**src/logic/play_defs.svh**
```systemverilog
`ifndef PLAY_DEFS_SVH
`define PLAY_DEFS_SVH

// Chart size in note slots
`define CHART_LEN 64

// Clock cycles per countdown digit, shortened for simulation
`define COUNT_CYCLES 16

// Clock cycles between two note steps
`define STEP_CYCLES 4

// Points by lag between note and key press
`define HIT_FULL 4
`define HIT_LATE 2
`define HIT_LAST 1

`define SCORE_W 14

// Arrow key codes
`define ARROW_LEFT 2'b10
`define ARROW_RIGHT 2'b11

`endif

```
**src/logic/chart_pkg.sv**
```systemverilog
`include "play_defs.svh"

package chart_pkg;

    // Note word: octave in [8:7], one-hot degree C..B in [6:0]
    typedef logic [8:0] note_t;

    // 00 middle, 01 up, 10 down
    typedef logic [1:0] octave_t;

    // Displayed degree, 1..7 for C..B, 0 blank
    typedef logic [2:0] degree_t;

    // Wide enough to hold CHART_LEN itself as a count
    typedef logic [$clog2(`CHART_LEN + 1)-1:0] note_idx_t;

endpackage

```
**src/logic/play_pkg.sv**
```systemverilog
`include "play_defs.svh"

package play_pkg;

    typedef logic [`SCORE_W-1:0] score_t;

    typedef logic [7:0] user_id_t;
    typedef logic [7:0] chart_id_t;

    // Sequencer phases
    typedef enum logic [1:0] {
        COUNTING,
        PLAYING,
        FINISHED
    } seq_state_t;

    // Exit and save control
    typedef enum logic [2:0] {
        IDLE,
        REQ_WAIT,
        REL_WAIT,
        SAVED,
        MENU
    } writer_state_t;

endpackage

```
**src/logic/note_step_if.sv**
```systemverilog
`timescale 1ns/100ps

interface note_step_if;
    import chart_pkg::*;

    // One-cycle pulse per chart step
    logic      step;
    // Valid while step is high
    note_t     note;
    note_idx_t index;
    logic      playing;
    logic      finished;

    modport source (
        output step,
        output note,
        output index,
        output playing,
        output finished
    );

    modport sink (
        input step,
        input note,
        input index,
        input playing,
        input finished
    );

endinterface

```
**src/logic/note_display.sv**
```systemverilog
`timescale 1ns/100ps

module note_display (
    input  logic                prog_clk,
    input  logic                rst,
    note_step_if.sink           steps,
    output logic [7:0]          led,
    output chart_pkg::degree_t  seg_degree,
    output chart_pkg::octave_t  seg_octave
);
    import chart_pkg::*;

    degree_t deg;
    octave_t oct;
    logic    legal;

    assign oct = steps.note[8:7];

    // One-hot degree to its number, anything else blank
    always_comb begin
        case (steps.note[6:0])
            7'b0000001: deg = 3'd1;
            7'b0000010: deg = 3'd2;
            7'b0000100: deg = 3'd3;
            7'b0001000: deg = 3'd4;
            7'b0010000: deg = 3'd5;
            7'b0100000: deg = 3'd6;
            7'b1000000: deg = 3'd7;
            default:    deg = 3'd0;
        endcase
    end

    assign legal = (deg != 3'd0) && (oct != 2'b11);

    always_ff @(posedge prog_clk or posedge rst) begin
        if (rst) begin
            led <= '0;
            seg_degree <= '0;
            seg_octave <= '0;
        end
        else if (steps.step) begin
            if (legal) begin
                // C on the leftmost LED, B on bit 1, octave shift on bit 0
                led <= {steps.note[0], steps.note[1], steps.note[2], steps.note[3],
                        steps.note[4], steps.note[5], steps.note[6], oct != 2'b00};
                seg_degree <= deg;
                seg_octave <= oct;
            end
            else begin
                led <= '0;
                seg_degree <= '0;
                seg_octave <= '0;
            end
        end
    end

endmodule

```
**src/logic/note_sequencer.sv**
```systemverilog
`timescale 1ns/100ps
`include "play_defs.svh"

module note_sequencer (
    input  logic                 prog_clk,
    input  logic                 rst,
    input  chart_pkg::note_idx_t note_cnt,
    input  chart_pkg::note_t     note_data,
    output chart_pkg::note_idx_t note_addr,
    output logic [1:0]           cnt_dn,
    note_step_if.source          steps
);
    import chart_pkg::*;
    import play_pkg::*;

    // One counter serves both the countdown digits and the step timer
    localparam int CYC_MAX = (`COUNT_CYCLES > `STEP_CYCLES) ? `COUNT_CYCLES : `STEP_CYCLES;
    localparam int CW = $clog2(CYC_MAX);
    localparam logic [CW-1:0] COUNT_LAST = CW'(`COUNT_CYCLES - 1);
    localparam logic [CW-1:0] STEP_LAST = CW'(`STEP_CYCLES - 1);

    seq_state_t    state;
    logic [CW-1:0] cyc_cnt;
    logic          step;
    note_idx_t     next_addr;

    // Step on the first cycle of every step period
    assign step = (state == PLAYING) && (cyc_cnt == '0);
    assign next_addr = note_addr + 1'b1;

    always_ff @(posedge prog_clk or posedge rst) begin
        if (rst) begin
            state <= COUNTING;
            cyc_cnt <= '0;
            cnt_dn <= 2'd3;
            note_addr <= '0;
        end
        else begin
            case (state)
                COUNTING: begin
                    if (cyc_cnt == COUNT_LAST) begin
                        cyc_cnt <= '0;
                        cnt_dn <= cnt_dn - 2'd1;
                        // Last digit done, an empty chart ends at once
                        if (cnt_dn == 2'd1) begin
                            state <= (note_cnt == '0) ? FINISHED : PLAYING;
                        end
                    end
                    else begin
                        cyc_cnt <= cyc_cnt + 1'b1;
                    end
                end
                PLAYING: begin
                    cyc_cnt <= (cyc_cnt == STEP_LAST) ? '0 : cyc_cnt + 1'b1;
                    if (step) begin
                        note_addr <= next_addr;
                        if (next_addr >= note_cnt) begin
                            state <= FINISHED;
                        end
                    end
                end
                FINISHED: begin
                    cyc_cnt <= '0;
                end
                default: begin
                    state <= FINISHED;
                end
            endcase
        end
    end

    // Chart data is read straight through during the step
    assign steps.step = step;
    assign steps.note = note_data;
    assign steps.index = note_addr;
    assign steps.playing = (state == PLAYING);
    assign steps.finished = (state == FINISHED);

endmodule

```
**src/logic/play_top.sv**
```systemverilog
`timescale 1ns/100ps

module play_top (
    input  logic                 prog_clk,
    input  logic                 rst,
    input  chart_pkg::note_idx_t note_cnt,
    input  chart_pkg::note_t     note_data,
    output chart_pkg::note_idx_t note_addr,
    input  logic                 auto_play,
    input  chart_pkg::note_t     note_keys,
    input  logic [1:0]           arrows,
    input  play_pkg::user_id_t   user_id,
    input  play_pkg::chart_id_t  chart_id,
    output logic [1:0]           cnt_dn,
    output logic                 playing,
    output logic                 finished,
    output play_pkg::score_t     score,
    output logic [7:0]           led,
    output chart_pkg::degree_t   seg_degree,
    output chart_pkg::octave_t   seg_octave,
    output logic                 rec_req,
    output play_pkg::user_id_t   rec_user,
    output play_pkg::chart_id_t  rec_chart,
    output play_pkg::score_t     rec_score,
    input  logic                 rec_ack,
    output logic                 in_menu
);

    // Stepped notes shared by judge, display and writer
    note_step_if steps ();

    note_sequencer u_seq (
        .prog_clk  (prog_clk),
        .rst       (rst),
        .note_cnt  (note_cnt),
        .note_data (note_data),
        .note_addr (note_addr),
        .cnt_dn    (cnt_dn),
        .steps     (steps.source)
    );

    score_judge u_judge (
        .prog_clk  (prog_clk),
        .rst       (rst),
        .auto_play (auto_play),
        .note_keys (note_keys),
        .steps     (steps.sink),
        .score     (score)
    );

    note_display u_disp (
        .prog_clk   (prog_clk),
        .rst        (rst),
        .steps      (steps.sink),
        .led        (led),
        .seg_degree (seg_degree),
        .seg_octave (seg_octave)
    );

    record_writer u_writer (
        .prog_clk  (prog_clk),
        .rst       (rst),
        .arrows    (arrows),
        .user_id   (user_id),
        .chart_id  (chart_id),
        .score     (score),
        .steps     (steps.sink),
        .rec_req   (rec_req),
        .rec_user  (rec_user),
        .rec_chart (rec_chart),
        .rec_score (rec_score),
        .rec_ack   (rec_ack),
        .in_menu   (in_menu)
    );

    assign playing = steps.playing;
    assign finished = steps.finished;

endmodule

```
**src/logic/record_writer.sv**
```systemverilog
`timescale 1ns/100ps
`include "play_defs.svh"

module record_writer (
    input  logic                prog_clk,
    input  logic                rst,
    input  logic [1:0]          arrows,
    input  play_pkg::user_id_t  user_id,
    input  play_pkg::chart_id_t chart_id,
    input  play_pkg::score_t    score,
    note_step_if.sink           steps,
    output logic                rec_req,
    output play_pkg::user_id_t  rec_user,
    output play_pkg::chart_id_t rec_chart,
    output play_pkg::score_t    rec_score,
    input  logic                rec_ack,
    output logic                in_menu
);
    import play_pkg::*;

    writer_state_t state;

    always_ff @(posedge prog_clk or posedge rst) begin
        if (rst) begin
            state <= IDLE;
        end
        else begin
            case (state)
                IDLE: begin
                    if (arrows == `ARROW_LEFT) begin
                        state <= MENU;
                    end
                    else if (arrows == `ARROW_RIGHT && steps.finished) begin
                        state <= REQ_WAIT;
                    end
                end
                // Hold the request until the store takes it
                REQ_WAIT: if (rec_ack) state <= REL_WAIT;
                REL_WAIT: if (!rec_ack) state <= SAVED;
                SAVED: if (arrows == `ARROW_LEFT) state <= MENU;
                MENU: state <= MENU;
                default: state <= IDLE;
            endcase
        end
    end

    // Record fields frozen when the save starts
    always_ff @(posedge prog_clk) begin
        if (state == IDLE && arrows == `ARROW_RIGHT && steps.finished) begin
            rec_user <= user_id;
            rec_chart <= chart_id;
            rec_score <= score;
        end
    end

    assign rec_req = (state == REQ_WAIT);
    assign in_menu = (state == MENU);

endmodule

```
**src/logic/score_judge.sv**
```systemverilog
`timescale 1ns/100ps
`include "play_defs.svh"

module score_judge (
    input  logic             prog_clk,
    input  logic             rst,
    input  logic             auto_play,
    input  chart_pkg::note_t note_keys,
    note_step_if.sink        steps,
    output play_pkg::score_t score
);
    import chart_pkg::*;
    import play_pkg::*;

    localparam int PW = $clog2(`HIT_FULL + 1);

    // Keys sampled at the last three steps
    note_t         key_lag1;
    note_t         key_lag2;
    note_t         key_lag3;
    logic [PW-1:0] pts;

    // Window of three steps, the earliest lag that matches wins
    always_comb begin
        if (auto_play) begin
            pts = PW'(`HIT_FULL);
        end
        else if (steps.note == note_keys || steps.note == key_lag1) begin
            pts = PW'(`HIT_FULL);
        end
        else if (steps.note == key_lag2) begin
            pts = PW'(`HIT_LATE);
        end
        else if (steps.note == key_lag3) begin
            pts = PW'(`HIT_LAST);
        end
        else begin
            pts = '0;
        end
    end

    always_ff @(posedge prog_clk or posedge rst) begin
        if (rst) begin
            score <= '0;
            key_lag1 <= '0;
            key_lag2 <= '0;
            key_lag3 <= '0;
        end
        else if (steps.step) begin
            score <= score + score_t'(pts);
            // History shifts in auto play too
            key_lag1 <= note_keys;
            key_lag2 <= key_lag1;
            key_lag3 <= key_lag2;
        end
    end

endmodule

```
**config.mk**
```make
export PLATFORM = sky130hd
export DESIGN_NAME = play_top
export DESIGN_NICKNAME = d
export VERILOG_FILES = /design/src/logic/chart_pkg.sv /design/src/logic/play_pkg.sv /design/src/logic/note_step_if.sv /design/src/logic/note_display.sv /design/src/logic/note_sequencer.sv /design/src/logic/play_top.sv /design/src/logic/record_writer.sv /design/src/logic/score_judge.sv
export VERILOG_INCLUDE_DIRS = /design/src /design/src/logic
export SDC_FILE = /design/constraint.sdc
export NUM_CORES = 1
export LEC_CHECK = 0
export BUFFER_PORTS_ARGS = -buffer_cell sky130_fd_sc_hd__buf_2
export CORE_AREA = 3 3 133 135
export CTS_BUF_LIST = sky130_fd_sc_hd__clkbuf_16
export CTS_CLUSTER_SIZE = 20
export DETAILED_ROUTE_END_ITERATION = 6
export DIE_AREA = 0 0 136 138
export GPL_TIMING_DRIVEN = 0
export PLACE_DENSITY = 0.56
export SKIP_LAST_GASP = 1
export SLEW_MARGIN = 0
export SYNTH_ARGS = -nofsm -noshare
export SYNTH_HDL_FRONTEND = slang
export SYNTH_SLANG_ARGS = --single-unit
```
**constraint.sdc**
```tcl
create_clock -name prog_clk -period 9.52 [get_ports prog_clk]
set_clock_uncertainty 0.1 [all_clocks]
set_input_delay 0.952 -clock prog_clk [delete_from_list [all_inputs] [get_ports prog_clk]]
set_output_delay 0.952 -clock prog_clk [all_outputs]
set_load 0.01 [all_outputs]
```
==> out/metrics.yaml, run 1 <==
status: "complete, no violations"
numCtsBuffers: 9
pin_count: 117
criticalPathCategory: "in -> reg"
cpMostUsedCell: "inv_1"
slew_headroom_pct: 44.6
diodes: 0
place_area_mm2: 0.00586
root_buffer: "clkbuf_16"
finalCritPeriodShare_pct: 34.2
vias: 3671
setup_tns_ns: 0
drt-total-wl_um: 11900
grt_max_degree: 66
avgSynthCellArea_um2: 10.8
final_common_cell: "buf_2"
die_area_mm2: 0.0188
grt_overflow: 0
r2r_cells: 13
cp.required_ns: 9.70
netlist_instances: 458
cap_violations: 0
dr.pass1.iters: 4
cp_slowest_cell: "fa_1"
htreeDepth: 3
slowest_delay_ns: 0.40
synthArstFlopShare_pct: 70.6
vdd_drop_max_v: 0.000117
ant_nets: 0
timing.critical_path.arrival_ns: 3.44
fp.coreArea_mm2: 0.0166
syn_area_mm2: 0.00497
layout-drive-gt1-share_pct: 27.7
cts_tree: "built"
num_rows: 47
fp.dieW_um: 136
period_minus_slack_ns: 3.26
grt_antenna_before_repair: 0
cp_cell_sequence: "buf_2, buf_4, xnor2_1, nand3_1, nor4_1, or3_4, nor4b_4, ha_1, inv_1, fa_1, inv_1, a21o_1, nand2b_4, nor2_1, xor2_1"
n_fill_cell: 1683
area_delta_synth_final_pct: 23.8
clk_pin_slew_worst_paths_ns: 0.08
leakage_nw: 2.96
startpoint_type: "input port"
wl_per_cell_um: 14.7
dp_hpwl_um: 8980
grt_pass1_vias: 3614
tightest_slew_ns: 0.827
viasPerCell: 4.54
slew_violations: 0
grt_usage_pct: 13.0
crit_fanout: 10
clock-sinks: 102
ys_warn_count: 0
nNetsFinal: 650
synthFlopType: "dfrtp_1"
place_congestion: 0.829
cts_setup_buffers: 0
cts_resized: 0
clk_latency_ns: 0.35
drc_errors: 0
hold_class: "in -> async"
clockBufferDepth: 2
chipHeight_um: 138
postCtsHoldBufs: 0
hold_slack_ns: 0.381
hold_violations: 0
io_buffers: 112
synth_cell_types: 56
end_kind: "flip-flop"
seq_area_mm2: 0.00271
initial_utilization_pct: 30.0
drtIter0Drc: 145
mostFrequentLayoutCells: "buf_2, nand2_1, dfrtp_1"
multi_input_area_mm2: 0.00208
synth_nets: 524
setup_viol: 0
synth_edf_count: 30
clock.fmax_mhz: 307
ys_ff_latch: 102
yosysSeqAreaShare_pct: 54.5
power.density_mw_per_mm2: 214
grt_first_pass_wirelength_um: 19400
fin_area_mm2: 0.00615
rsz0062_at_grt: "no"
-- power breakdown --
part           total, mW  switching [mW]  internal (mW)  leakage [nW]
logic              0.318           0.167          0.151          1.61
clock network      0.362           0.179          0.184         0.136
registers          0.637          0.0915          0.546          1.21
total               1.32           0.437          0.880          2.96
-- synthesized netlist by cell type, types with 4 or more instances --
cell type | number | area share (%)
o21ai_0 | 12 | 1.2
nand2b_1 | 5 | 0.63
inv_1 | 19 | 1.4
xnor2_1 | 34 | 6.0
nor4_1 | 5 | 0.63
buf_2 | 9 | 0.91
a32o_1 | 7 | 1.4
xor2_1 | 29 | 5.1
nand3_1 | 12 | 1.2
nor2_1 | 16 | 1.2
a21oi_1 | 7 | 0.71
clkbuf_1 | 8 | 0.60
buf_4 | 4 | 0.60
nand2_1 | 106 | 8.0
nand4_1 | 6 | 0.76
edfxtp_1 | 30 | 18
nor3b_1 | 4 | 0.60
nor3_1 | 4 | 0.40
ha_1 | 18 | 4.5
dfrtp_1 | 70 | 35
a21o_1 | 4 | 0.60
-- layout make-up --
cell class                      instances  area share, %
Clock inverter                          7           1.04
Buffer                                 22           1.89
Clock buffer                            9           3.66
Timing Repair Buffer                  115           9.93
Tap cell                              220           4.48
Sequential cell                       102           44.0
Multi-Input combinational cell        315           33.8
Inverter                               19           1.20
-- sequential cells by signal (all words and copies together) (netlist names), 4 cells and up --
| signal | flops |
|---|---|
| u_judge.score | 14 |
| u_writer.rec_score | 14 |
| u_judge.key_lag1 | 9 |
| u_judge.key_lag2 | 9 |
| u_judge.key_lag3 | 9 |
| u_disp.led | 8 |
| u_writer.rec_chart | 8 |
| u_writer.rec_user | 8 |
| u_seq.note_addr | 7 |
| u_seq.cyc_cnt | 4 |
-- path summary, 6_finish.rpt --
| kind | to | slack (ns) | from |
|---|---|---|---|
| max | u_judge.score[12] | 6.26 | note_data[0] |
| min | u_seq.cyc_cnt[3] | 0.38 | rst |
| max reg2reg | u_judge.score[12] | 6.72 | u_judge.key_lag1[6] |
| min reg2reg | u_disp.seg_degree[2] | 0.39 | u_disp.seg_degree[2] |
| max in group asynchronous | u_disp.seg_degree[1] | 8.39 | rst |
| min in group prog_clk | u_disp.seg_degree[2] | 0.39 | u_disp.seg_degree[2] |
-- stage by stage --
| step | utilization, % | setup WS, ns | std cells | total power, mW |
|---|---|---|---|---|
| 6_report | 37.1 | 6.26 | 809 | 1.32 |
| 5_1_grt | 37.1 | 6.08 | 809 | 1.41 |
| 4_1_cts | 37.1 | 6.26 | 809 | 1.34 |
| 3_5_place_dp | 35.3 | 5.89 | 793 | 0.968 |
| 3_3_place_gp | 35.0 | 4.95 | 790 | 0.953 |
| 2_1_floorplan | - | 5.82 | 458 | 0.851 |
-- cells by family (layout without fill, tap and decap cells) --
| kind of cell | count (synthesis) | count (layout) | synth area share [%] |
|---|---|---|---|
| flip-flops | 102 | 102 | 54.5 |
| XOR/XNOR | 63 | 63 | 11.1 |
| adder cells (fa/ha/maj) | 19 | 19 | 4.94 |
| AO/OA/AOI/OAI | 50 | 50 | 7.53 |
| buffers and inverters | 41 | 172 | 3.78 |
| AND/OR/NAND/NOR | 179 | 179 | 17.3 |
| multiplexers | 4 | 4 | 0.856 |
-- metal layers --
| metal | GRT usage (%) | share of wire, % | wire, um |
|---|---|---|---|
| met1 | 17.6 | 45 | 5410 |
| met5 | 0 | 0 | 0 |
| met2 | 20.5 | 46 | 5450 |
| met3 | 3.52 | 7.7 | 912 |
| met4 | 3.82 | 1.2 | 147 |
-- worst max-delay path, delay by kind of cell --
kind                       cells  cell delay [ns]
and+or+nand+nor                6             1.02
adders and majority gates      2             0.60
buffers and inverters          4             0.41
xor gates and xnor gates       2             0.29
AOI/OAI and AO/OA              1             0.17
Power figures use the tool's default switching activity.
==> run 2, diff against run 1 <==
Clock period 9.52 ns to 3.3 ns, I/O delays scaled along.
==> run 2 against run 1 <==
Net effect: core utilization grew 0.053 points; wire length grew 0.12%; sequential share of layout area shrank 0.063 points; clock power grew to 2.9 times the previous value; first-iteration DRC count grew 56%; cell area grew 0.14%; non-clock buffer count is the same; sequential power grew to 2.9 times the previous value; clock-buffer cell count is the same.
==> out/metrics.yaml, run 2 (same netlist as run 1, synthesis figures left out) <==
status: "complete, no violations"  # unchanged
worstSetupStartpoint: "u_judge.key_lag1[3]"  # was note_data[0]
grt_antenna_before_repair: 0  # unchanged
vdd_drop_max_v: 0.000421  # was 0.000117 V
mostFrequentLayoutCells: "buf_2, nand2_1, dfrtp_1"  # unchanged
clock.fmax_mhz: 356
viasPerCell: 4.60  # was 4.54
timing.critical_path.arrival_ns: 2.98  # was 3.44 ns
rsz0062_at_grt: "no"  # unchanged
chipHeight_um: 138  # unchanged
cts_tree: "built"  # unchanged
diodes: 0  # unchanged
place_area_mm2: 0.00586  # about the same
htreeDepth: 3  # unchanged
root_buffer: "clkbuf_16"  # unchanged
clk_pin_slew_worst_paths_ns: 0.07  # was 0.08 ns
fin_total_pwr_mw: 3.80  # was 1.32 mW
nNetsFinal: 650  # unchanged
criticalPathCategory: "reg -> reg"  # was in -> reg
leakage_nw: 2.96  # about the same
grt_max_degree: 47  # was 66
cts_resized: 0  # unchanged
n_fill_cell: 1668  # was 1,683
place_congestion: 0.823  # was 0.829
drc_errors: 0  # unchanged
hold_class: "in -> reg"  # was in -> async
grt_usage_pct: 12.8  # was 13.0%
crit_fanout: 4  # was 10
pin_count: 117  # unchanged
clock-sinks: 102  # unchanged
startpoint_type: "flip-flop"  # was input port
final_common_cell: "buf_2"  # unchanged
r2r_slack_ns: 0.49  # was 6.72 ns
grt_first_pass_wirelength_um: 19200  # was 19,400 um
dr.pass1.iters: 6  # was 4
timing.rr.start: "u_judge.key_lag1[3]"  # was u_judge.key_lag1[6]
reg_top3: "u_judge.score: 14 flops, u_writer.rec_score: 14 flops"  # unchanged
drtIter0Drc: 226  # was 145
grt_pass1_vias: 3668  # was 3,614
period_minus_slack_ns: 2.81
initial_utilization_pct: 30.0  # unchanged
ant_nets: 0  # unchanged
power.density_mw_per_mm2: 618  # was 214 mW/mm^2
vias: 3723  # was 3,671
finalCritPeriodShare_pct: 85.0
hold_violations: 0  # unchanged
fp.dieW_um: 136  # unchanged
clockBufferDepth: 2  # unchanged
fin_area_mm2: 0.00616  # was 0.00615 mm^2
slew_violations: 0  # unchanged
io_buffers: 112  # unchanged
grt_overflow: 0  # unchanged
end_kind: "flip-flop"  # unchanged
critPathCapture: "u_judge.score[10]"  # was u_judge.score[12]
area_delta_synth_final_pct: 24.0  # was 23.8%
wl_per_cell_um: 14.8  # was 14.7 um
numCtsBuffers: 9  # unchanged
clk_latency_ns: 0.35  # about the same
cap_violations: 0  # unchanged
r2r_cells: 13  # unchanged
tightest_slew_ns: 0.653  # was 0.827 ns
cp.required_ns: 3.48  # was 9.70 ns
postLayoutCoreUtil_pct: 37.1  # about the same
layout-drive-gt1-share_pct: 27.5  # was 27.7%
num_rows: 47  # unchanged
setup_viol: 0  # unchanged
reg2reg_to: "u_judge.score[10]"  # was u_judge.score[12]
dp_hpwl_um: 8980  # about the same
fp.coreArea_mm2: 0.0166  # unchanged
slew_headroom_pct: 56.5  # was 44.6%
drt-total-wl_um: 11900  # about the same
die_area_mm2: 0.0188  # unchanged
setup_tns_ns: 0  # unchanged
==> run 2: changes by cell type in the layout (fill, tap and decap cells not counted), sizes merged <==
cell and change:
clkinv -1, inv +1, buf -1, dlygate4sd3 +1
==> run 2: per-stage QoR <==
stage                     cells  setup slack (ns)  hold slack [ns]
after floorplan             458             0.612            0.329
after global placement      790            0.0537            0.372
after detailed placement    792             0.281            0.248
after CTS                   809             0.483           0.0300
after global routing        809             0.292           0.0255
final                       809             0.494           0.0503
==> run 2: how the worst min path moves through the flow <==
stage / start / to / depth (start not counted)
floorplan: chart_id[0] / u_writer.rec_chart[0] / 0
global placement: u_disp.seg_degree[1] / u_disp.seg_degree[1] / 2
detailed placement: rst / u_writer.state[2] / 2
CTS: user_id[2] / u_writer.rec_user[2] / 1
global route: user_id[4] / u_writer.rec_user[4] / 1
finish: user_id[2] / u_writer.rec_user[2] / 1
==> run 2: final cells by class <==
cell class                 count  area [um^2]  share of cell area [%]
sequential                   102         2710                    43.9
multi-input combinational    315         2090                    33.9
timing repair buffer         115          613                    9.96
tap                          220          275                    4.47
clock buffer                   9          225                    3.66
buffer                        22          116                    1.89
inverter                      19         73.8                    1.20
clock inverter                 7         63.8                    1.04
==> run 2: report_power, final <==
part           switching, mW  internal, mW  total [mW]
logic                  0.484         0.435       0.919
clock network          0.516         0.531        1.05
registers              0.264          1.57        1.84
==> run 2: critical path, cell delays in order (launching register included) <==
cell and delay, ns:
dfrtp_1 0.41, xnor2_1 0.14, nand4_1 0.10, nor4_1 0.05
or3_4 0.38, nor4b_4 0.27, ha_1 0.20, inv_1 0.05
fa_1 0.40, inv_1 0.08, a21o_1 0.18, nand2b_4 0.08
nor2_1 0.11, xor2_1 0.16
==> run 2: layer usage <==
metal	GRT usage, %	wire, um
met4	3.18	131
met1	16.9	5390
met2	20.1	5470
met3	4.69	943
met5	0	0
==> run 2: what timing repair did <==
| action | 4_1_cts | 5_1_grt |
|---|---|---|
| hold buffers | 1 | 0 |
| setup buffers | 0 | 0 |
| endpoints found under the hold margin | 24 | 0 |
==> run 3, diff against run 2 <==
==> constraint.sdc (replaced) <==
create_clock -name prog_clk -period 3.3 [get_ports prog_clk]
set_clock_uncertainty 0.1 [all_clocks]
set_input_delay 0.165 -clock prog_clk [delete_from_list [all_inputs] [get_ports prog_clk]]
set_output_delay 0.165 -clock prog_clk [all_outputs]
set_load 0.01 [all_outputs]
==> run 3 against run 2 <==
Net effect: final cell count grew 3.1%; combinational power grew 2.5%; setup slack got worse by 0.11 ns; sequential share of layout area shrank 1.7 points; largest cell class unchanged; wire length rose by 2.8%; largest power group unchanged; critical path type is now in -> reg; core utilization is 1.5 points higher; critical endpoint unchanged.
==> out/metrics.yaml, run 3 (same netlist as run 1, synthesis figures left out) <==
initial_utilization_pct: 30.0  # unchanged
numCtsBuffers: 9  # unchanged
clk_pin_slew_worst_paths_ns: 0.08  # was 0.07 ns
period_minus_slack_ns: 2.91  # was 2.81 ns
grt_antenna_before_repair: 0  # unchanged
cts_setup_buffers: 0  # unchanged
clock-sinks: 102  # unchanged
grt_overflow: 0  # unchanged
n_fill_cell: 1637  # was 1,668
drtIter0Drc: 217  # was 226
final_common_cell: "buf_2"  # unchanged
clock_power_share_pct: 27.3  # was 27.5%
layout-drive-gt1-share_pct: 26.4  # was 27.5%
hold_slack_ns: 0.0554  # was 0.0503 ns
mostFrequentLayoutCells: "buf_2, nand2_1, dfrtp_1"  # unchanged
pwr-share-comb_pct: 24.6  # was 24.2%
die_area_mm2: 0.0188  # unchanged
vdd_drop_max_v: 0.000427  # was 0.000421 V
crit_fanout: 4  # unchanged
num_rows: 47  # unchanged
root_buffer: "clkbuf_16"  # unchanged
hold_class: "in -> reg"  # unchanged
hold_violations: 0  # unchanged
worst_slack_ns: 0.387  # was 0.494 ns
setup_tns_ns: 0  # unchanged
finalCritPeriodShare_pct: 88.3  # was 85.0%
setup_viol: 0  # unchanged
dp_slack_ns: 0.446  # was 0.281 ns
wl_per_cell_um: 14.7  # was 14.8 um
area_delta_synth_final_pct: 29.0  # was 24.0%
cp.required_ns: 3.48  # about the same
nNetsFinal: 675  # was 650
reg_top3: "u_judge.score: 14 flops, u_writer.rec_score: 14 flops"  # unchanged
io_buffers: 112  # unchanged
fp.coreArea_mm2: 0.0166  # unchanged
end_kind: "flip-flop"  # unchanged
tightest_slew_ns: 0.626  # was 0.653 ns
drc_errors: 0  # unchanged
ant_nets: 0  # unchanged
cap_violations: 0  # unchanged
slew_headroom_pct: 58.2  # was 56.5%
p_int_mw: 2.56  # was 2.54 mW
place_congestion: 0.823  # unchanged
grt_max_degree: 47  # unchanged
seq_power_share_pct: 48.1  # was 48.3%
vias: 3840  # was 3,723
dr.pass1.iters: 4  # was 6
grt_usage_pct: 13.1  # was 12.8%
htreeDepth: 3  # unchanged
worstSetupStartpoint: "note_keys[8]"  # was u_judge.key_lag1[3]
leakage_nw: 3.06  # was 2.96 nW
rsz0062_at_grt: "no"  # unchanged
dp_hpwl_um: 8980  # unchanged
p_switching_mw: 1.27  # was 1.26 mW
clk_latency_ns: 0.35  # about the same
fp.dieW_um: 136  # unchanged
clock.fmax_mhz: 343  # was 356 MHz
criticalPathCategory: "in -> reg"  # was reg -> reg
hold_start: "note_cnt[4]"  # was user_id[2]
grt_pass1_vias: 3824  # was 3,668
slew_violations: 0  # unchanged
timing.rr.start: "u_judge.key_lag1[3]"  # unchanged
grt_first_pass_wirelength_um: 19600  # was 19,200 um
p_sw_share_pct: 33.1  # was 33.2%
clockBufferDepth: 2  # unchanged
startpoint_type: "input port"  # was flip-flop
drt-total-wl_um: 12300  # was 11,900 um
chipHeight_um: 138  # unchanged
pin_count: 117  # unchanged
status: "complete, no violations"  # unchanged
viasPerCell: 4.60  # about the same
cts_tree: "built"  # unchanged
power.density_mw_per_mm2: 597  # was 618 mW/mm^2
diodes: 0  # unchanged
timing.critical_path.arrival_ns: 3.09  # was 2.98 ns
run 3: cell count changes in the layout (fill, tap and decap cells not counted):
cell | before | now
dlygate4sd3_1 | 1 | 26
run 3: stage by stage:
stage / total power [mW] / instance area (um^2) / cells / util [%]
2_1_floorplan: 2.46 / 4970 / 458 / -
3_3_place_gp: 2.75 / 5810 / 790 / 35.0
3_5_place_dp: 2.80 / 5860 / 792 / 35.3
4_1_cts: 3.89 / 6410 / 834 / 38.6
5_1_grt: 4.10 / 6410 / 834 / 38.6
6_report: 3.83 / 6410 / 834 / 38.6
run 3: worst max-delay path: stages:
cell,delay (ns)
dlygate4sd3_1,0.54
buf_2,0.14
xnor2_1,0.14
nand4_1,0.10
nor4_1,0.05
or3_4,0.42
nor4b_4,0.27
ha_1,0.20
inv_1,0.05
fa_1,0.40
inv_1,0.08
a21o_1,0.18
nand2b_4,0.08
nor2_1,0.11
xor2_1,0.16
run 3: final timing paths:
kind	to	slack, ns	depth (start not counted)
worst max-delay path	u_judge.score[10]	0.39	15
worst min-delay path	u_seq.state[0]	0.06	3
worst max register to register	u_judge.score[10]	0.49	13
worst min register to register	u_judge.key_lag3[4]	0.40	2
max in group asynchronous	u_disp.seg_degree[0]	2.28	4
min in group asynchronous	u_disp.led[0]	0.26	3
run 3: cell type report:
class                      instances  area [um^2]  share of cell area (%)
sequential                       102         2710                    42.2
multi-input combinational        315         2090                    32.5
timing repair buffer             140          863                    13.5
tap                              220          275                    4.30
clock buffer                       9          225                    3.51
buffer                            22          116                    1.82
inverter                          19         73.8                    1.15
clock inverter                     7         63.8                   0.996
run 3: power groups by stage:
stage               logic, mW  registers [mW]  clock network [mW]
floorplan               0.613            1.84                   0
finish                  0.942            1.84                1.05
global route             1.08            1.88                1.13
detailed placement      0.930            1.87                   0
global placement        0.901            1.85                   0
CTS                     0.962            1.84                1.08
run 3: layer usage:
layer / wire, um / vias to the layer above / track usage [%]
met5: 0 / - / 0
met4: 146 / 0 / 3.13
met3: 982 / 15 / 4.76
met2: 5680 / 137 / 21.0
met1: 5470 / 1827 / 16.9
li1: - / 1861 / -
run 3: repair_timing:
| item | in CTS | in global routing |
|---|---|---|
| endpoints found under the setup margin | 0 | 0 |
| hold buffers | 26 | 0 |
| resized for setup | 0 | 0 |
| endpoints found under the hold margin | 51 | 0 |
